==> config.mk <==
export PLATFORM = sky130hd
export DESIGN_NAME = video_timing
export DESIGN_NICKNAME = d
export VERILOG_FILES = /design/src/video_timing_pkg.sv /design/src/video_timing.sv
export SDC_FILE = /design/constraint.sdc
export NUM_CORES = 1
export LEC_CHECK = 0
export CAP_MARGIN = 20
export CELL_PAD_IN_SITES_DETAIL_PLACEMENT = 1
export CELL_PAD_IN_SITES_GLOBAL_PLACEMENT = 1
export CORE_UTILIZATION = 35
export CTS_BUF_LIST = sky130_fd_sc_hd__clkbuf_4 sky130_fd_sc_hd__clkbuf_8
export DETAILED_ROUTE_END_ITERATION = 7
export DONT_BUFFER_PORTS = 1
export GPL_ROUTABILITY_DRIVEN = 0
export PLACE_DENSITY = 0.63
export SLEW_MARGIN = 20
export SYNTH_ARGS = -nofsm -noshare
export SYNTH_HDL_FRONTEND = slang
export SYNTH_SLANG_ARGS = --single-unit
==> constraint.sdc <==
create_clock -name clk -period 4.2 [get_ports clk]
set_input_delay 0.84 -clock clk [delete_from_list [all_inputs] [get_ports clk]]
set_output_delay 0.84 -clock clk [all_outputs]
set_load 0.01 [all_outputs]
==> src/video_timing_pkg.sv <==
package video_timing_pkg;

   // horizontal timing in pixel clocks
   localparam int H_ACTIVE = 160;
   localparam int H_FRONT  = 8;
   localparam int H_SYNC   = 16;
   localparam int H_BACK   = 8;
   localparam int H_TOTAL  = 192;       // sum of the four above

   // vertical timing in lines
   localparam int V_ACTIVE = 128;
   localparam int V_FRONT  = 2;
   localparam int V_SYNC   = 3;
   localparam int V_BACK   = 3;
   localparam int V_TOTAL  = 136;       // sum of the four above

   // level of hsync and vsync while the pulse is on
   localparam logic SYNC_ACTIVE = 1'b0;

   // width of the column and line counters
   localparam int COORD_W = 8;

endpackage
==> src/video_timing.sv <==
`timescale 1ns/1ps

module video_timing #(
   parameter int H_ACTIVE = video_timing_pkg::H_ACTIVE,
   parameter int H_FRONT  = video_timing_pkg::H_FRONT,
   parameter int H_SYNC   = video_timing_pkg::H_SYNC,
   parameter int H_BACK   = video_timing_pkg::H_BACK,
   parameter int V_ACTIVE = video_timing_pkg::V_ACTIVE,
   parameter int V_FRONT  = video_timing_pkg::V_FRONT,
   parameter int V_SYNC   = video_timing_pkg::V_SYNC,
   parameter int V_BACK   = video_timing_pkg::V_BACK
) (
   input  logic                                clk,
   input  logic                                rst_n,
   output logic [video_timing_pkg::COORD_W-1:0] scan_x,
   output logic [video_timing_pkg::COORD_W-1:0] scan_y,
   output logic                                scan_active,
   output logic                                scan_hsync,
   output logic                                scan_vsync
);

   import video_timing_pkg::*;

   localparam int H_PERIOD = H_ACTIVE + H_FRONT + H_SYNC + H_BACK;
   localparam int V_PERIOD = V_ACTIVE + V_FRONT + V_SYNC + V_BACK;

   localparam logic [COORD_W-1:0] H_LAST   = COORD_W'(H_PERIOD - 1);
   localparam logic [COORD_W-1:0] V_LAST   = COORD_W'(V_PERIOD - 1);
   localparam logic [COORD_W-1:0] H_VIS    = COORD_W'(H_ACTIVE);
   localparam logic [COORD_W-1:0] V_VIS    = COORD_W'(V_ACTIVE);
   localparam logic [COORD_W-1:0] HS_FIRST = COORD_W'(H_ACTIVE + H_FRONT);
   localparam logic [COORD_W-1:0] HS_LAST  = COORD_W'(H_ACTIVE + H_FRONT + H_SYNC - 1);
   localparam logic [COORD_W-1:0] VS_FIRST = COORD_W'(V_ACTIVE + V_FRONT);
   localparam logic [COORD_W-1:0] VS_LAST  = COORD_W'(V_ACTIVE + V_FRONT + V_SYNC - 1);

   logic [COORD_W-1:0] x_next;
   logic [COORD_W-1:0] y_next;

   // next scan position; line advances on the last column
   always_comb begin
      if (scan_x == H_LAST) begin
         x_next = '0;
         if (scan_y == V_LAST) begin
            y_next = '0;                      // frame wrap
         end else begin
            y_next = scan_y + 1'b1;
         end
      end else begin
         x_next = scan_x + 1'b1;
         y_next = scan_y;
      end
   end

   // flags decode the next position so they line up with the counters
   always_ff @(posedge clk or negedge rst_n) begin
      if (!rst_n) begin
         scan_x      <= '0;
         scan_y      <= '0;
         scan_active <= 1'b1;                 // position 0,0 is visible
         scan_hsync  <= ~SYNC_ACTIVE;
         scan_vsync  <= ~SYNC_ACTIVE;
      end else begin
         scan_x      <= x_next;
         scan_y      <= y_next;
         scan_active <= (x_next < H_VIS) && (y_next < V_VIS);
         scan_hsync  <= (x_next >= HS_FIRST && x_next <= HS_LAST) ? SYNC_ACTIVE : ~SYNC_ACTIVE;
         scan_vsync  <= (y_next >= VS_FIRST && y_next <= VS_LAST) ? SYNC_ACTIVE : ~SYNC_ACTIVE;
      end
   end

endmodule

Word level (Yosys, flattened, before mapping)
Index checks and enable logic that the tools add are counted.
- register bits after elaboration: 19
- input port bits: 2
- output and inout port bits: 19
- word-level logic and storage cells: 23
- add/subtract/negate cells: 2
- $lt $le $gt $ge: 6
- equality and inequality tests: 2
- multiplexer cells: 5
- reduce and logical (&&, ||, !) cells: 3
- operator list (kind ; count):
    $mux W8 ; 3
    $add A8 B1 Y8 const B ; 2
    $eq A8 B8 Y1 const B ; 2
    $ge A8 B8 Y1 const B ; 2
    $le A8 B8 Y1 const B ; 2
    $lt A8 B8 Y1 const B ; 2
    $logic_and A1 B1 Y1 ; 3
    $mux W1 ; 2

Longest topological paths before layout
Gate-level depths: netlist of run 1.
- word-level depth: 6
- gate-level depth with buffers: 7
- depth with buffers taken out: 6

Least setup slack after synthesis of run 1
OpenSTA, ideal clock, no wires.
- path kind: register -> register
- start: register scan_x[0] (netlist name)
- end: register scan_vsync
- library setup time: 0.098 ns
- arrival time: 1.685 ns
- data required time: 4.102 ns
- setup slack: 2.417 ns
- cell stages (with the launch flop): 7
- buffers on the path: 0
- period minus slack after synthesis: 1.783 ns
- cells stage by stage: dfrtp_1 -> ha_1 -> nand3_2 -> nor4b_2 -> xor2_1 -> a2111oi_2 -> o211ai_1
- word-level cells in the longest chain between the ends: 5
- elaborated cells between the ends (all ways): 6
- classes of those cells: 2 x order compare; 1 x eq/ne; 2 x mux; 1 x reduce/logical
- RTL lines (item ; line ; source):
    start: declaration ; video_timing.sv:15 ; output logic [video_timing_pkg::COORD_W-1:0] scan_x,
    start signal: assignment ; video_timing.sv:63 ; scan_x <= x_next;
    $eq A8 B8 Y1 (*) ; video_timing.sv:41 ; if (scan_x == H_LAST) begin
    $mux W8 (*) ; video_timing.sv:41 ;
    via y_next[6] ; video_timing.sv:37 ; logic [COORD_W-1:0] y_next;
    $ge A8 B8 Y1 / $le A8 B8 Y1 (equally long branches) ; video_timing.sv:67 ; scan_vsync <= (y_next >= VS_FIRST && y_next <= VS_LAST) ? SYNC_ACTIVE : ~SYNC_ACTIVE;
    $logic_and A1 B1 Y1 (*) ; video_timing.sv:67 ;
    $mux W1 (*) ; video_timing.sv:67 ;
    end signal: assignment ; video_timing.sv:61 ; scan_vsync <= ~SYNC_ACTIVE;
    end signal: assignment ; video_timing.sv:67 ;
    end: declaration ; video_timing.sv:19 ; output logic scan_vsync
The timed path passes the listed nets; every way through them passes the cells marked *.

Final worst setup path of run 1
- start: register scan_x[0] (netlist name)
- end: register scan_vsync
- word-level cells in the longest chain between the ends: 5
- elaborated cells between the ends (all ways): 6
- classes of those cells: 2 x order compare; 1 x eq/ne; 2 x mux; 1 x reduce/logical
- RTL lines (item ; line):
    $eq A8 B8 Y1 (*) ; video_timing.sv:41
    $mux W8 (*) ; video_timing.sv:41
    $ge A8 B8 Y1 / $le A8 B8 Y1 (equally long branches) ; video_timing.sv:67
    $logic_and A1 B1 Y1 (*) ; video_timing.sv:67
    $mux W1 (*) ; video_timing.sv:67
Every way passes the cells marked *; elsewhere a longest branch is shown, timed or not.

==> impl_metrics.csv, run 1 <==
group,metric,value,unit
status,status,"finished clean",
cells_and_area,syn_to_final_growth,4.71,%
clocking,clk_path_buf_depth,2,
clocking,path_clk_slew,110,ps
yosys,synth_warnings,0,
cells_and_area,final_cells,133,
cells_and_area,drive_above_1_share,0.157,
power_and_ir_drop,p_int,0.226,mW
yosys,synth_ff_type,"dfrtp_1",
timing,period_needed,1990,ps
placed_design,portBuffers,0,
power_and_ir_drop,p_leak,0.488,nW
yosys,synth_top_area_share,0.386,
critical_path,timing.critical_path.from_type,"flop",
clocking,hold_buffers,0,
clocking,cts_tree,"yes",
yosys,netlist_area,1040,µm²
yosys,synth.distinct_cells,41,
yosys,synthTopCellsByArea,"dfrtp_1, dfstp_2, xnor2_1",
yosys,syn_avg_cell_area,10.2,µm²
power_and_ir_drop,p_sw_frac,0.198,
cells_and_area,diodes,0,
yosys,synth_edf_count,0,
timing,finalHoldViolCount,0,
critical_path,slowest_stage,"dfrtp_1",
timing,relSlewSlack,0.683,
critical_path,r2r_slack,2210,ps
timing,rsz0062_at_grt,"false",
cells_and_area,final_cell_area,1080,µm²
die,floorplan.rows,19,
clocking,clock-sinks,19,
placed_design,dpl.hpwl,1.64,mm
detailed_routing,totalWireLength,2.22,mm
critical_path,crit_chain,"ha_1, nand3_2, or2_0, a221oi_1, a2111oi_2, o211ai_1",
timing,max_freq,0.504,GHz
global_route,grt_pass1_vias,784,
critical_path,crit_arrival,2210,ps
detailed_routing,drt_iter0_markers,18,
power_and_ir_drop,vdd_ir_drop_max,0.000164,V
detailed_routing,ant_nets,0,
placed_design,placed_cells,129,
yosys,synth_top_area_cell,"dfrtp_1",
critical_path,path_class,"reg -> reg",
yosys,ys_ff_latch,19,
power_and_ir_drop,p_per_area,260,nW/µm²
detailed_routing,drtPass1Iterations,3,
yosys,postSynth.asyncResetShare,1.00,
hold_path,hp-class,"in -> async",
detailed_routing,vias,766,
detailed_routing,drc_errors,0,
power_and_ir_drop,clkPwrFrac,0.352,
clocking,cts_buffers,3,
die,die_x,56.4,µm
global_route,grt_max_degree,20,
critical_path,slowest_delay,490,ps
global_route,antenna_found_initial,0,
die,ioPinCount,21,
clocking,cts_resized,0,
critical_path,crit_path_end_kind,"flop",
clocking,clk-insertion-delay-late,290,ps
timing,setup_tns,0,ps
power_and_ir_drop,pwr-share-comb,0,
power_and_ir_drop,finalPower,0.282,mW
yosys,synth_cells,102,
timing,tightest_slew,474,ps
die,die_area,3180,µm²
power_and_ir_drop,p_seq_frac,0.648,
timing,maxSlewViolCount,0,
timing,period_share,0.473,
placed_design,placed_cell_area,1050,µm²
global_route,grt_overflow,0,
global_route,grt_pass1_wl,4.00,mm
clocking,ctsRootBufferMaster,"clkbuf_4",
yosys,synth_nets,107,
global_route,track_usage,0.163,
critical_path,worstPathMaxFanout,8,
clocking,htreeDepth,1,
die,initial_core_util,0.372,
critical_path,worstPathRequired,4430,ps
yosys,synthTopCellsByCount,"dfrtp_1, nand2_1, nor2_1",
timing,finalSetupViolCount,0,
clocking,post-cts-setup-buffers,0,
cells_and_area,nNetsFinal,108,
detailed_routing,vias_per_cell,5.76,
yosys,synth-seq-area-share,0.463,
power_and_ir_drop,p_sw,0.0560,mW
timing,fin_skew,6.12,ps
run,max_cap_viol_count,0,
die,core_region_area,2780,µm²
yosys,yosysMostFrequentCell,"dfrtp_1",
detailed_routing,wl_per_cell,16.7,µm
die,die_height,56.4,µm
## routing by layer
layer	vias to the layer above	global-route usage	share of wire
met4	0	0.0314	0.0081
met2	17	0.247	0.44
met1	379	0.225	0.49
met3	2	0.0599	0.058
met5	-	0	0
li1	368	-	-
## sequential cells by signal (all words and copies together), names as in the netlist
signal       count
scan_y           8
scan_hsync       1
scan_vsync       1
scan_x           8
scan_active      1
## worst paths after layout
path	endpoint	from	cells past startpoint
min in group clk	scan_x[0]	scan_x[0]	1
setup / recovery	scan_vsync	scan_x[0]	6
setup reg to reg	scan_vsync	scan_x[0]	6
hold reg to reg	scan_x[0]	scan_x[0]	1
max in group asynchronous	scan_hsync	rst_n	0
hold / removal	scan_y[4]	rst_n	0
## power groups by stage
stage	sequential (mW)	combinational, mW	clock, mW
after CTS	0.183	0.000000229	0.103
after global placement	0.186	0.000000229	0
after global routing	0.183	0.000000229	0.109
after detailed placement	0.186	0.000000229	0
after floorplan	0.186	0.000000247	0
final	0.183	0.000000229	0.0994
## cell families after synthesis
kind of cell / share of synthesized area
AO/OA/AOI/OAI: 0.112
multiplexers: 0.0109
AND/OR/NAND/NOR: 0.263
adder cells (fa/ha/maj): 0.0362
XOR/XNOR: 0.0845
flip-flops: 0.463
buffers and inverters: 0.0302
## worst max-delay path, delay by kind of cell (launching register included)
family | cells | cell delay (ps)
AND/OR/NAND/NOR | 2 | 630
adder cells (fa/ha/maj) | 1 | 240
AO/OA/AOI/OAI | 3 | 570
flip-flops | 1 | 490
## cell type report
| cell class | instances | area [µm²] |
|---|---|---|
| fillers | 320 | 1700 |
| multi-input cells | 76 | 526 |
| flip-flops and latches | 19 | 479 |
| well taps | 31 | 38.8 |
| clock buffers | 4 | 30.0 |
| inverters | 3 | 11.3 |
## metrics by stage
| stage | setup WS [ps] | hold WS (ps) | utilization |
|---|---|---|---|
| after CTS | 2190 | 215 | 0.390 |
| after detailed placement | 2220 | 545 | 0.379 |
| final | 2210 | 221 | 0.390 |
| after global routing | 1960 | 199 | 0.390 |
| after floorplan | 2420 | 544 | - |
| after global placement | 2230 | 545 | 0.379 |
## placed cells by master, fill, tap and decap left out, types with 4 or more instances in the layout
cell type	Yosys	final
clkbuf_4	0	4
dfrtp_1	16	16
nand2_1	8	8
nand4_1	4	4
nor2_1	6	6
o21ai_0	5	5
xnor2_1	5	5
xor2_1	5	5
Power figures use the tool's default switching activity.
==> inputs of run 2 (changes only) <==
- PLACE_DENSITY: 0.63 -> 0.65
- clock period: 4.2 -> 1.7 ns (I/O delays scaled with it)
==> impl_metrics.csv, run 2 (same netlist as run 1, synthesis figures left out) <==
group,metric,value,unit
global_route,met1_usage,0.248,
global_route,use_met2,0.323,
timing,period_needed,1670,ps
global_route,grt_pass1_wl,4.70,mm
detailed_routing,drc_errors,0,
cells_and_area,final_cell_area,1330,µm²
clocking,cts_buffers,3,
critical_path,crit_start,"scan_y[0]",
placed_design,placed_cells,150,
power_and_ir_drop,clkPwrFrac,0.346,
clocking,ctsRootBufferMaster,"clkbuf_4",
global_route,busiest_layer,"met2",
critical_path,crit_chain,"ha_2, buf_4, nand2b_4, o21ai_2, a221oi_2, a2111oi_2, o211ai_1",
critical_path,r2r_cells,7,
detailed_routing,vias_per_cell,5.62,
placed_design,portBuffers,0,
cells_and_area,fill_cells,314,
placed_design,dp_slack,-14.6,ps
global_route,antenna_found_initial,0,
clocking,clk_path_buf_depth,2,
detailed_routing,drtPass1Iterations,3,
global_route,grt_max_degree,20,
power_and_ir_drop,p_int,0.542,mW
detailed_routing,totalWireLength,2.84,mm
timing,finalSetupViolCount,0,
power_and_ir_drop,p_sw_frac,0.235,
die,core_region_area,2780,µm²
cells_and_area,syn_to_final_growth,28.0,%
power_and_ir_drop,p_per_area,534,nW/µm²
hold_path,min_to,"scan_y[5]",
power_and_ir_drop,p_sw,0.166,mW
critical_path,crit_path_end_kind,"flop",
cells_and_area,reg_top3,"scan_x (8), scan_y (8)",
die,die_x,56.4,µm
detailed_routing,vias,877,
detailed_routing,drt_iter0_markers,19,
detailed_routing,wl_per_cell,18.2,µm
critical_path,crit_arrival,1900,ps
global_route,use_met3,0.0369,
critical_path,worstPathMaxFanout,6,
critical_path,worstPathRequired,1930,ps
die,initial_core_util,0.372,
hold_path,whs_path_depth,1,
critical_path,r2r_slack,30,ps
global_route,track_usage,0.196,
cells_and_area,layout_commonest_cell,"buf_4",
timing,setup_slack,31.5,ps
cells_and_area,final_cells,156,
timing,fin_skew,4.12,ps
power_and_ir_drop,p_seq_frac,0.639,
timing,max_freq,0.599,GHz
critical_path,crit_buf_inv,1,
timing,relSlewSlack,0.395,
critical_path,regToRegEndpoint,"scan_vsync",
clocking,clock-sinks,19,
timing,maxSlewViolCount,0,
timing,finalHoldViolCount,0,
detailed_routing,ant_nets,0,
hold_path,hp-class,"reg -> reg",
die,die_height,56.4,µm
timing,rsz0062_at_grt,"true",
placed_design,dpl.hpwl,2.07,mm
die,ioPinCount,21,
critical_path,path_class,"reg -> reg",
cells_and_area,mostFrequentLayoutCells,"buf_4, dfrtp_1, nand2_1",
clocking,path_clk_slew,120,ps
die,floorplan.rows,19,
placed_design,placed_cell_area,1240,µm²
power_and_ir_drop,vdd_ir_drop_max,0.000309,V
critical_path,r2r-start,"scan_y[0]",
clocking,htreeDepth,1,
critical_path,timing.critical_path.from_type,"flop",
clocking,clk-insertion-delay-late,300,ps
hold_path,min_from,"scan_y[5]",
run,max_cap_viol_count,0,
cells_and_area,nNetsFinal,131,
timing,tightest_slew,904,ps
critical_path,slowest_stage,"dfrtp_2",
clocking,cts_tree,"yes",
global_route,grt_pass1_vias,961,
timing,period_share,0.981,
power_and_ir_drop,finalPower,0.708,mW
critical_path,crit_family,"compound AO/OA/AOI/OAI gates",
cells_and_area,drive_above_1_share,0.384,
global_route,grt_overflow,0,
status,status,"finished clean",
die,die_area,3180,µm²
power_and_ir_drop,p_leak,0.627,nW
cells_and_area,diodes,0,
critical_path,slowest_delay,420,ps
power_and_ir_drop,pwr-share-comb,0.015,
-- run 2: repair_timing --
action | CTS | global route
pin swaps | 0 | 5
setup endpoints to repair | 2 | 3
endpoints found under the hold margin | 19 | 0
hold buffers | 1 | 0
buffers inserted | 0 | 1
resized for setup | 2 | 7
-- run 2: final cells by class --
type,count,area (µm²),share of cell area
inverters,3,11.3,0.00849
clock inverters,1,5.00,0.00377
repair buffers,23,175,0.132
flip-flops and latches,19,483,0.364
well taps,31,38.8,0.0292
clock buffers,3,22.5,0.0170
multi-input cells,76,591,0.445
-- run 2: worst max path at each step --
stage | slack, ps | endpoint | cells after the start
after global routing | -90 | scan_vsync | 7
after floorplan | 20 | scan_vsync | 6
after detailed placement | -10 | scan_hsync | 6
final | 30 | scan_vsync | 7
after global placement | 3 | scan_vsync | 6
after CTS | 4 | scan_vsync | 5
-- run 2: power groups by stage --
stage                      logic [mW]  clock network [mW]  registers, mW
after floorplan           0.000000245                   0          0.461
after global placement    0.000000335                   0          0.461
after detailed placement  0.000000335                   0          0.461
after CTS                      0.0112               0.249          0.452
after global routing           0.0126               0.276          0.452
final                          0.0105               0.245          0.452
-- run 2: per-stage QoR --
| stage | util | hold WS [ps] | setup TNS, ps |
|---|---|---|---|
| floorplan | - | 44.4 | 0 |
| global placement | 0.448 | 44.9 | 0 |
| detailed placement | 0.448 | 44.9 | -24.1 |
| CTS | 0.464 | 550 | 0 |
| global route | 0.477 | 571 | -124 |
| finish | 0.477 | 552 | 0 |
-- run 2: layer usage --
| metal | vias to the layer above | part of all wire |
|---|---|---|
| met1 | 443 | 0.45 |
| met2 | 18 | 0.50 |
| li1 | 410 | - |
| met4 | 0 | 0.017 |
| met3 | 6 | 0.035 |
| met5 | - | 0 |
