`src/pixel_pkg.sv`:
```
package pixel_pkg;

   // stored image size in pixels
   localparam int IMG_W = 128;
   localparam int IMG_H = 128;

   localparam int X_W = $clog2(IMG_W);    // column bits of a pixel address
   localparam int Y_W = $clog2(IMG_H);    // line bits of a pixel address

   // plane address is line * IMG_W + column, so line bits sit on top
   localparam int ADDR_W = X_W + Y_W;

   // one bit per colour, red in the msb
   typedef logic [2:0] rgb_t;

   localparam int RED_BIT   = 2;
   localparam int GREEN_BIT = 1;
   localparam int BLUE_BIT  = 0;

endpackage

```
`src/video_timing_pkg.sv`:
```
package video_timing_pkg;

   // horizontal timing in pixel clocks
   localparam int H_ACTIVE = 160;
   localparam int H_FRONT  = 8;
   localparam int H_SYNC   = 16;
   localparam int H_BACK   = 8;
   localparam int H_TOTAL  = 192;       // sum of the four above

   // vertical timing in lines
   localparam int V_ACTIVE = 128;
   localparam int V_FRONT  = 2;
   localparam int V_SYNC   = 3;
   localparam int V_BACK   = 3;
   localparam int V_TOTAL  = 136;       // sum of the four above

   // level of hsync and vsync while the pulse is on
   localparam logic SYNC_ACTIVE = 1'b0;

   // width of the column and line counters
   localparam int COORD_W = 8;

endpackage
```
`src/pixel_fetch.sv`:
```
`timescale 1ns/1ps

module pixel_fetch #(
   parameter int IMG_W = pixel_pkg::IMG_W,
   parameter int IMG_H = pixel_pkg::IMG_H
) (
   input  logic                                 clk,
   input  logic                                 rst_n,
   input  logic [video_timing_pkg::COORD_W-1:0] scan_x,
   input  logic [video_timing_pkg::COORD_W-1:0] scan_y,
   input  logic                                 scan_active,
   input  logic                                 scan_hsync,
   input  logic                                 scan_vsync,
   input  pixel_pkg::rgb_t                      plane_bits,
   output logic                                 read_enable,
   output logic [pixel_pkg::ADDR_W-1:0]         read_address,
   output logic                                 de,
   output logic                                 hsync,
   output logic                                 vsync,
   output pixel_pkg::rgb_t                      rgb
);

   import video_timing_pkg::*;

   localparam int X_W = $clog2(IMG_W);
   localparam int Y_W = $clog2(IMG_H);

   localparam logic [COORD_W-1:0] X_LIM = COORD_W'(IMG_W);
   localparam logic [COORD_W-1:0] Y_LIM = COORD_W'(IMG_H);

   logic in_image;
   logic active_d;
   logic in_image_d;
   logic hsync_d;
   logic vsync_d;

   // columns past the image are border and never touch the planes
   assign in_image     = scan_active && (scan_x < X_LIM) && (scan_y < Y_LIM);
   assign read_enable  = in_image;
   assign read_address = {scan_y[Y_W-1:0], scan_x[X_W-1:0]};   // line * IMG_W + column

   // stage 1 waits for the plane read
   always_ff @(posedge clk or negedge rst_n) begin
      if (!rst_n) begin
         active_d   <= 1'b0;
         in_image_d <= 1'b0;
         hsync_d    <= ~SYNC_ACTIVE;
         vsync_d    <= ~SYNC_ACTIVE;
      end else begin
         active_d   <= scan_active;
         in_image_d <= in_image;
         hsync_d    <= scan_hsync;
         vsync_d    <= scan_vsync;
      end
   end

   // stage 2 output register, plane bits are valid this cycle
   always_ff @(posedge clk or negedge rst_n) begin
      if (!rst_n) begin
         de    <= 1'b0;
         hsync <= ~SYNC_ACTIVE;
         vsync <= ~SYNC_ACTIVE;
         rgb   <= '0;
      end else begin
         de    <= active_d;
         hsync <= hsync_d;
         vsync <= vsync_d;
         rgb   <= in_image_d ? plane_bits : '0;     // border and blanking stay black
      end
   end

endmodule

```
`config.mk`:
```
export PLATFORM = sky130hd
export DESIGN_NAME = pixel_fetch
export DESIGN_NICKNAME = d
export VERILOG_FILES = /design/src/pixel_pkg.sv /design/src/video_timing_pkg.sv /design/src/pixel_fetch.sv
export SDC_FILE = /design/constraint.sdc
export NUM_CORES = 1
export LEC_CHECK = 0
export CELL_PAD_IN_SITES_DETAIL_PLACEMENT = 0
export CELL_PAD_IN_SITES_GLOBAL_PLACEMENT = 1
export CORE_AREA = 2 2 39 41
export DETAILED_ROUTE_END_ITERATION = 16
export DIE_AREA = 0 0 41 43
export DONT_BUFFER_PORTS = 1
export HOLD_SLACK_MARGIN = 0.08
export PLACE_DENSITY = 0.6
export RECOVER_POWER = 25
export SYNTH_ARGS = -nofsm -noshare
export SYNTH_HDL_FRONTEND = slang
export SYNTH_SLANG_ARGS = --single-unit
```
`constraint.sdc`:
```
create_clock -name clk -period 1.8 [get_ports clk]
set_clock_uncertainty 0.1 [all_clocks]
set_input_delay 0.18 -clock clk [delete_from_list [all_inputs] [get_ports clk]]
set_output_delay 0.18 -clock clk [all_outputs]
set_load 0.01 [all_outputs]
```
After elaboration in Yosys (flattened, before gate mapping)
Index checks and enable logic that the tools add are counted.
- output and inout port bits: 21
- latch bits: 0
- bits in read-only memories: 0
- bits in registers: 10
- memories kept: 0
- bits in writable memories: 0
- multiplexer cells: 1
- eq/ne operators: 0
- shifts and indexed selects: 0
- reduce and logical (&&, ||, !) cells: 2
- divide/modulo/power cells: 0
- order comparisons: 2
- bitwise gates (word level): 0
- $mul: 0
- $add $sub $neg: 0
- operator list (kind ; count):
    $lt A8 B8 Y1 const B ; 2
    $mux W3 ; 1
    $logic_and A1 B1 Y1 ; 2

Logic depth before layout (Yosys ltp)
Gate-level depths: netlist of run 1.
- depth in word-level cells: 3
- mapped depth: 1
- gate-level depth less buffers: 1

Worst setup path after synthesis of run 1
Ideal clock, no wire load.
- path type: reg-to-output
- start: register hsync
- end: output port hsync
- data arrival time: 0.520 ns
- slack: 1.000 ns
- stages on the path, launching flop included: 1
- path through: dfstp_2
- RTL lines (element ; RTL line ; source):
    start: declaration ; pixel_fetch.sv:18 ; output logic hsync,
    start signal: assignment ; pixel_fetch.sv:61 ; hsync <= ~SYNC_ACTIVE;
    start signal: assignment ; pixel_fetch.sv:66 ; hsync <= hsync_d;
No word-level cell between the ends.

Final worst setup path of run 1
- start: input port scan_x[7] in the netlist's numbering
- end: register in_image_d
- word-level cells in the longest chain between the ends: 3
- RTL lines (element ; RTL line ; source):
    start: declaration ; pixel_fetch.sv:9 ; input logic [video_timing_pkg::COORD_W-1:0] scan_x,
    $lt A8 B8 Y1 ; pixel_fetch.sv:38 ; assign in_image = scan_active && (scan_x < X_LIM) && (scan_y < Y_LIM);
    $logic_and A1 B1 Y1 (2 in series) ; pixel_fetch.sv:38 ;
    net read_enable ; pixel_fetch.sv:15 ; output logic read_enable,
    end signal: assignment ; pixel_fetch.sv:51 ; in_image_d <= in_image;
    end: declaration ; pixel_fetch.sv:33 ; logic in_image_d;
The timed path passes the listed nets, and every way through them passes these cells.

==> reports/metrics.cfg, run 1 <==
[sta]
setup_tns_ps=0
setup_viol=0
period_minus_slack_ps=1520
maxSlewViolCount=0
rsz0062_at_grt=no
max_freq_mhz=657
worst_pin_slew_ps=432
setup_slack_ps=278
hold_viol_final=0
min_period_over_period=0.846
relSlewSlack=0.711

[pwr]
cellPowerDensity_nw_per_um2=986
ir_drop_v=0.000233
leakage_nw=0.187

[clock_tree]
cts_buffer_depth=2
clkTransAtPathRegs_ps=60
cts_resized=0
post-cts-setup-buffers=0
insertion_delay_ps=260
cts_tree=built
cts_htree_levels=1
cts_root_buf=clkbuf_4
cts.sinks=10
cts_buffers=3

[die]
die_height_um=43
rows=14
initial_utilization=0.283
core_um2=1380
die_w_um=41
die_area_um2=1760
pin_count=45

[yosys]
synth_area_um2=392
ys.warnings.count=0
synth_top_area_share=0.383
ys_ff_latch=10
synth_cell_types=5
yosysTopAreaCell=dfrtp_1
syn_avg_cell_area_um2=14.0
ys_seq_area_frac=0.652
synthTopCellsByArea=dfrtp_1 38%, buf_4 27%, dfstp_2 27%
syn_inst=28
syn_nets=52

[setup_path]
startpoint_type=primary input
crit_required_ps=1900
critPathArrivalTime_ps=1620
criticalPathCategory=primary input to register
endpoint_kind=register
crit_path_max_fanout=2
reg2reg_slack_ps=1050

[global_routing]
grt_max_degree=11
grt_pass1_vias=174
grt-ovfl-total=0
grtUsageTotal=0.0728
grt_pass1_wl_um=807
antenna_found_initial=0

[route]
wl_met2_um=233
drt-initial-drc-count=0
dr_wl_met3_um=116
met1Wirelength_um=166
via_count=160
avgViaCountPerCell=3.72
wire_per_inst_um=12.3
drc=0
top_layer=met4
totalWireLength_um=529
ant_nets=0
detail_route.first_pass.iterations=1

[layout]
drive_above_1_share=0.296
n_antenna_cell=0
nFillCells=145
final_nets=52
area_growth_pct=7.99

[status]
run_status=complete, no violations

[flow_run]
cap_violations=0

[worst_hold_path]
hold_class=primary input to async pin

[placed_design]
gp_congestion=0.514
pre_cts_slack_ps=993
port_buffers=0

==> layer usage <==
layer	global-route usage	vias up
met5	0	-
met4	0.0533	0
met3	0.0524	4
met2	0.0906	19
met1	0.0822	68
li1	-	69
==> cells in the final DEF (no fill, tap or decap), drive strengths merged <==
cell and instances:
dfrtp 6, dfstp 4, dlygate4sd3 9, clkbuf 4, and2 3, nor3b 1
==> cells in the mapped netlist, drive strengths merged <==
cell type and number:
dfrtp 6, buf 14, dfstp 4, and2 3
nor3b 1
==> cell families after synthesis <==
logic type    after synthesis  share of synthesized area
flops                      10                      0.652
buf+inv                    14                      0.268
simple gates                4                     0.0799
==> final timing paths <==
| check | startpoint | end | cells after the start |
|---|---|---|---|
| setup / recovery | scan_x[7] | in_image_d$_DFF_PN0_ | 3 |
| hold / removal | rst_n | rgb[2]$_DFF_PN0_ | 1 |
| setup reg to reg | in_image_d$_DFF_PN0_ | rgb[0]$_DFF_PN0_ | 1 |
| hold reg to reg | hsync_d$_DFF_PN1_ | hsync$_DFF_PN1_ | 0 |
| max in group asynchronous | rst_n | vsync$_DFF_PN1_ | 1 |
| min in group clk | hsync_d$_DFF_PN1_ | hsync$_DFF_PN1_ | 0 |
==> power breakdown <==
group          internal [mW]  leakage, nW  switching, mW  total [mW]
logic                 0.0144       0.0516        0.00778      0.0222
registers              0.238        0.120        0.00588       0.244
clock network         0.0851       0.0150         0.0661       0.151
total                  0.337        0.187         0.0798       0.417
==> state kept, by name, indices dropped and copies added, names as in the netlist <==
signal,flops
hsync,1
active_d,1
vsync,1
in_image_d,1
de,1
rgb,3
vsync_d,1
hsync_d,1
==> timing repair <==
item                                   CTS  global route
setup endpoints to repair                0             0
endpoints found under the hold margin   17             0
hold buffers                             9             0
==> stage by stage <==
step	hold slack, ps	cell area (µm²)	util	std cells	power (mW)
finish	196	423	0.306	43	0.417
global route	217	423	0.306	43	0.454
CTS	199	423	0.306	43	0.428
detailed placement	-215	307	0.222	30	0.251
global placement	-215	307	0.222	30	0.251
floorplan	-216	392	-	28	0.282
==> worst max-delay path, cell delays in order <==
cell and delay, ps:
dlygate4sd3_1 550, nor3b_2 300, dlygate4sd3_1 600
==> layout make-up <==
type | instances | area, µm² | area share
Sequential cell | 10 | 255 | 0.604
Timing Repair Buffer | 9 | 90.1 | 0.213
Multi-Input combinational cell | 4 | 31.3 | 0.0740
Clock buffer | 4 | 26.3 | 0.0621
Tap cell | 16 | 20.0 | 0.0473
No activity file was read; power rests on OpenSTA's default activity.
==> run 2: changes to the inputs <==
ABC_AREA = 1   (was default)
PLACE_DENSITY = 0.63   (was 0.6)
clock period = 1.4 ns   (was 1.8 ns; I/O delays follow)
==> run 2 against run 1 <==
  * Worst setup slack worse by 54 ps
  * Synthesized cell count up 18%
  * Via count up 12%
  * Sequential power up 29%
  * Total power up 31%
  * Sequential share of layout area down 0.71 points
  * Die area unchanged
  * Design area up 1.2%
  * Hold slack worse by 51 ps
==> reports/metrics.cfg, run 2 <==
[yosys]
synth_edf_count=0  ; unchanged
synth_top_area_share=0.379  ; -0.00484
syn_avg_cell_area_um2=12.0  ; -14%
ys_ff_latch=10  ; unchanged
synthArstFlopShare=1.00  ; unchanged
ys_seq_area_frac=0.644  ; -0.00822
syn_nets=57  ; +9.6%
synth_cell_types=6  ; +1
yosysTopAreaCell=dfrtp_1
synth_area_um2=397  ; +1.3%
synthFlopType=dfrtp_1
synthTopCellsByArea=dfrtp_1 38%, buf_4 26%, dfstp_2 26%
syn_inst=33  ; +18%
ys.warnings.count=0  ; unchanged
yosys-top-cells-count=14 x buf_4, 6 x dfrtp_1, 4 x dfstp_2, 4 x inv_1, 4 x nand2_1
yosysMostFrequentCell=buf_4

[sta]
relSlewSlack=0.715  ; +0.00357
setup_tns_ps=0  ; unchanged
hold_viol_final=0  ; unchanged
min_period_over_period=0.840
period_minus_slack_ps=1180
worst_pin_slew_ps=427  ; -5.34 ps
max_freq_mhz=850
rsz0062_at_grt=no
maxSlewViolCount=0  ; unchanged
setup_viol=0  ; unchanged

[die]
rows=14  ; unchanged
core_um2=1380  ; unchanged
die_height_um=43  ; unchanged
pin_count=45  ; unchanged
die_area_um2=1760  ; unchanged
die_w_um=41  ; unchanged
initial_utilization=0.287  ; +0.00362

[global_routing]
grt-ovfl-total=0  ; unchanged
grt_max_degree=11  ; unchanged
grtUsageTotal=0.0897  ; +0.0169
grt_pass1_wl_um=938  ; +16%
grt_pass1_vias=231  ; +33%
antenna_found_initial=0  ; unchanged

[layout]
layout_commonest_cell=dlygate4sd3_1
area_growth_pct=7.89  ; about the same
n_antenna_cell=0  ; unchanged
final_nets=57  ; +9.6%
largest_register_ffs=3  ; unchanged
regMostFlops=rgb
drive_above_1_share=0.250  ; -0.0463
final_core_util=0.309  ; +0.00362
final_cell_mix=9 x dlygate4sd3_1, 6 x dfrtp_1, 4 x inv_1, 4 x nand2_1, 4 x dfstp_2

[status]
run_status=complete, no violations

[setup_path]
critical-path-max-stage-delay_ps=540  ; -60 ps
crit_path_max_fanout=2  ; unchanged
startpoint_type=primary input
crit_family=buffers and inverters
crit_required_ps=1160  ; -740 ps
endpoint_kind=output port
criticalPathCategory=primary input to output port
critPathArrivalTime_ps=940  ; -680 ps
crit_slowest_cell=dlygate4sd3_1
path_cells=dlygate4sd3_1 > inv_1 > nand2_1 > nor2_2
path_buf_inv=2  ; unchanged

[placed_design]
gp_congestion=0.565  ; +10%
port_buffers=0  ; unchanged
hpwl_um=429

[clock_tree]
cts_htree_levels=1  ; unchanged
clkTransAtPathRegs_ps=70  ; about the same
cts_resized=0  ; unchanged
holdBufCountCts=9  ; unchanged
cts_buffer_depth=2  ; unchanged
cts_buffers=3  ; unchanged
cts.sinks=10  ; unchanged
insertion_delay_ps=260  ; about the same
post-cts-setup-buffers=0  ; unchanged
cts_tree=built
cts_root_buf=clkbuf_4

[pwr]
p_comb_frac=0.056  ; +0.003
p_sw_mw=0.112  ; +40%
swShare=0.205  ; +0.0133
ir_drop_v=0.000285  ; +22%
clockPowerShare=0.369  ; +0.007
p_int_mw=0.434  ; +29%
cellPowerDensity_nw_per_um2=1270  ; +29%
leakage_nw=0.213  ; +14%
pwr-share-seq=0.575  ; -0.009

[route]
detail_route.first_pass.iterations=1  ; unchanged
drc=0  ; unchanged
drt-initial-drc-count=0  ; unchanged
via_count=179  ; +12%
avgViaCountPerCell=3.73  ; +0.22%
wire_per_inst_um=11.7  ; -4.7%
ant_nets=0  ; unchanged
totalWireLength_um=563  ; +6.4%

[flow_run]
cap_violations=0  ; unchanged

[worst_hold_path]
hold_class=primary input to async pin

run 2: per-layer routing:
layer,track usage,vias to the layer above,part of all wire
met1,0.0554,78,0.32
li1,-,80,-
met2,0.103,19,0.48
met5,0,-,0
met4,0.120,0,0.0036
met3,0.110,2,0.19
run 2: layout make-up:
type | count | area, µm²
clock buffer | 4 | 26.3
fill | 141 | 956
inverter | 4 | 15.0
multi-input combinational | 5 | 21.3
sequential | 10 | 255
tap | 16 | 20.0
timing repair buffer | 9 | 90.1
run 2: kinds of logic (layout without fill, tap and decap cells):
family	after synthesis	in the layout	synth area share
buffers and inverters	18	17	0.303
flip-flops	10	10	0.644
AND/OR/NAND/NOR	5	5	0.0536
run 2: power groups by stage:
stage	combinational, mW	clock, mW	sequential, mW
after floorplan	0.0456	0	0.318
after global placement	0.00488	0	0.318
after detailed placement	0.00514	0	0.319
after CTS	0.0313	0.209	0.314
after global routing	0.0337	0.228	0.316
final	0.0303	0.202	0.314
run 2: worst reg2reg max path, delay by kind of cell (launching register included):
kind / cells / cell delay, ps
AND/OR/NAND/NOR: 1 / 70
buffers and inverters: 1 / 30
flip-flops: 1 / 390
run 2: worst paths after layout:
kind                            cells past startpoint  slack (ps)              endpoint            startpoint
worst max-delay path                                4         220           read_enable             scan_x[7]
worst min-delay path                                1         140  in_image_d$_DFF_PN0_                 rst_n
worst max register to register                      2         710      rgb[0]$_DFF_PN0_  in_image_d$_DFF_PN0_
worst min register to register                      0         240       vsync$_DFF_PN1_     vsync_d$_DFF_PN1_
max in group asynchronous                           1         710       hsync$_DFF_PN1_                 rst_n
min in group clk                                    0         180       read_address[1]             scan_x[1]
run 2: metrics by stage:
step | cells | hold WS (ps) | area [µm²] | worst slack [ps] | power (mW)
2_1_floorplan | 33 | -256 | 397 | 640 | 0.363
3_3_place_gp | 35 | -255 | 312 | 638 | 0.323
3_5_place_dp | 35 | -255 | 312 | 633 | 0.324
4_1_cts | 48 | 143 | 428 | 215 | 0.555
5_1_grt | 48 | 159 | 428 | 195 | 0.578
6_report | 48 | 145 | 428 | 224 | 0.546
==> run 3: changes to the inputs <==
PLACE_DENSITY = 0.61   (was 0.63)
clock period = 1.09 ns   (was 1.4 ns; I/O delays follow)
==> run 3 against run 2 <==
  * The flow now finishes with violations (negative hold slack)
  * Cell count fell by 4.2%
  * Die area did not move
  * Design area fell by 2.3%
  * Flip-flop and latch count did not move
  * First-iteration DRC count did not move
  * Global-route usage fell by 1.8 points
  * Hold slack got worse by 370 ps
  * Routed wire length fell by 20%
  * Clock-buffer cell count did not move
==> reports/metrics.cfg, run 3 (same netlist as run 2, synthesis figures left out) <==
[status]
run_status=complete, but fails checks
violations=negative hold slack

[route]
totalWireLength_um=452  ; -20%
ant_nets=0  ; unchanged
avgViaCountPerCell=3.52  ; -5.6%
wire_per_inst_um=9.83  ; -16%
via_count=162  ; -9.5%
detail_route.first_pass.iterations=1  ; unchanged
drt-initial-drc-count=0  ; unchanged
drc=0  ; unchanged

[sta]
min_period_over_period=0.963
finalHoldWorstSlack_ps=-221  ; -366 ps
hold_viol_final=2  ; +2
maxSlewViolCount=0  ; unchanged
setup_tns_ps=0  ; unchanged
rsz0062_at_grt=no
max_freq_mhz=953
period_minus_slack_ps=1050
relSlewSlack=0.722  ; +0.00705
setup_slack_ps=40.8  ; -183 ps
worst_pin_slew_ps=416  ; -10.5 ps
setup_viol=0  ; unchanged

[setup_path]
crit_required_ps=880  ; -280 ps
crit_family=buffers and inverters
r2r_end=rgb[0]$_DFF_PN0_
crit_start=scan_y[7]
crit_path_max_fanout=2  ; unchanged
path_buf_inv=1  ; -1
critPathArrivalTime_ps=840  ; -100 ps
critical-path-max-stage-delay_ps=550  ; about the same
crit_slowest_cell=dlygate4sd3_1
startpoint_type=primary input
rr_worst_depth=2  ; unchanged
worst-path-stages=2  ; -2
reg2reg_slack_ps=400  ; -310 ps
endpoint_kind=output port
endpoint=read_enable
path_cells=dlygate4sd3_1 > nor2_2
r2r_start=in_image_d$_DFF_PN0_
criticalPathCategory=primary input to output port

[layout]
largest_register_ffs=3  ; unchanged
area_growth_pct=5.36
n_antenna_cell=0  ; unchanged
final_cell_mix=7 x dlygate4sd3_1, 6 x dfrtp_1, 4 x inv_1, 4 x nand2_1, 4 x dfstp_2
drive_above_1_share=0.300  ; +0.0500
layoutNonFillerInstCount=46  ; -4.2%
final_core_util=0.302  ; -0.00723
layout_commonest_cell=dlygate4sd3_1
regMostFlops=rgb
final_nets=55  ; -3.5%
nFillCells=149  ; +5.7%

[die]
die_w_um=41  ; unchanged
initial_utilization=0.287  ; unchanged
pin_count=45  ; unchanged
die_height_um=43  ; unchanged
rows=14  ; unchanged
die_area_um2=1760  ; unchanged
core_um2=1380  ; unchanged

[clock_tree]
cts_buffers=3  ; unchanged
holdBufCountCts=7  ; -2
cts_htree_levels=1  ; unchanged
cts_root_buf=clkbuf_4
cts_tree=built
post-cts-setup-buffers=0  ; unchanged
cts_resized=0  ; unchanged
clkTransAtPathRegs_ps=60  ; about the same
cts_buffer_depth=2  ; unchanged
insertion_delay_ps=250  ; about the same
cts.sinks=10  ; unchanged

[worst_hold_path]
hold_class=primary input to register

[pwr]
ir_drop_v=0.000396  ; +39%
cellPowerDensity_nw_per_um2=1800  ; +42%
leakage_nw=0.211  ; -1.1%

[flow_run]
cap_violations=0  ; unchanged

[placed_design]
gp_congestion=0.532  ; -5.9%
port_buffers=0  ; unchanged
dp.cells=35  ; unchanged
pre_cts_slack_ps=356  ; -277 ps

[global_routing]
use_met2=0.0781  ; -0.0250
grt_max_degree=11  ; unchanged
grt_util_met1=0.0623  ; +0.00692
grt-ovfl-total=0  ; unchanged
grt_pass1_wl_um=772  ; -18%
busiest_layer=met4
use_met3=0.0733  ; -0.0366
grtUsageTotal=0.0717  ; -0.0180
antenna_found_initial=0  ; unchanged
grt_pass1_vias=201  ; -13%

run 3: cell type report:
| class | instances | area (µm²) | area share |
|---|---|---|---|
| Inverter | 4 | 15.0 | 0.0359 |
| Tap cell | 16 | 20.0 | 0.0479 |
| Multi-Input combinational cell | 5 | 21.3 | 0.0509 |
| Sequential cell | 10 | 255 | 0.611 |
| Clock buffer | 4 | 36.3 | 0.0868 |
| Timing Repair Buffer | 7 | 70.1 | 0.168 |
run 3: report_power, final:
part	internal, mW	switching [mW]
Clock	0.202	0.116
Sequential	0.393	0.00950
Combinational	0.0190	0.0138
run 3: worst min path at each step:
stage | from | to | depth (start not counted)
floorplan | rst_n | active_d$_DFF_PN0_ | 0
global placement | rst_n | de$_DFF_PN0_ | 0
detailed placement | rst_n | rgb[1]$_DFF_PN0_ | 0
CTS | scan_active | active_d$_DFF_PN0_ | 0
global route | scan_active | active_d$_DFF_PN0_ | 0
finish | scan_active | active_d$_DFF_PN0_ | 0
run 3: through the flow:
step           instance area (µm²)  power (mW)
6_report                       418       0.754
5_1_grt                        418       0.807
4_1_cts                        418       0.767
3_5_place_dp                   312       0.416
3_3_place_gp                   312       0.415
2_1_floorplan                  397       0.466
run 3: per-layer routing:
metal	share of wire	wire, µm	vias up
met5	0	0	-
met4	0.0044	2	0
met3	0.22	100	2
met2	0.44	201	17
met1	0.33	148	69
li1	-	-	74
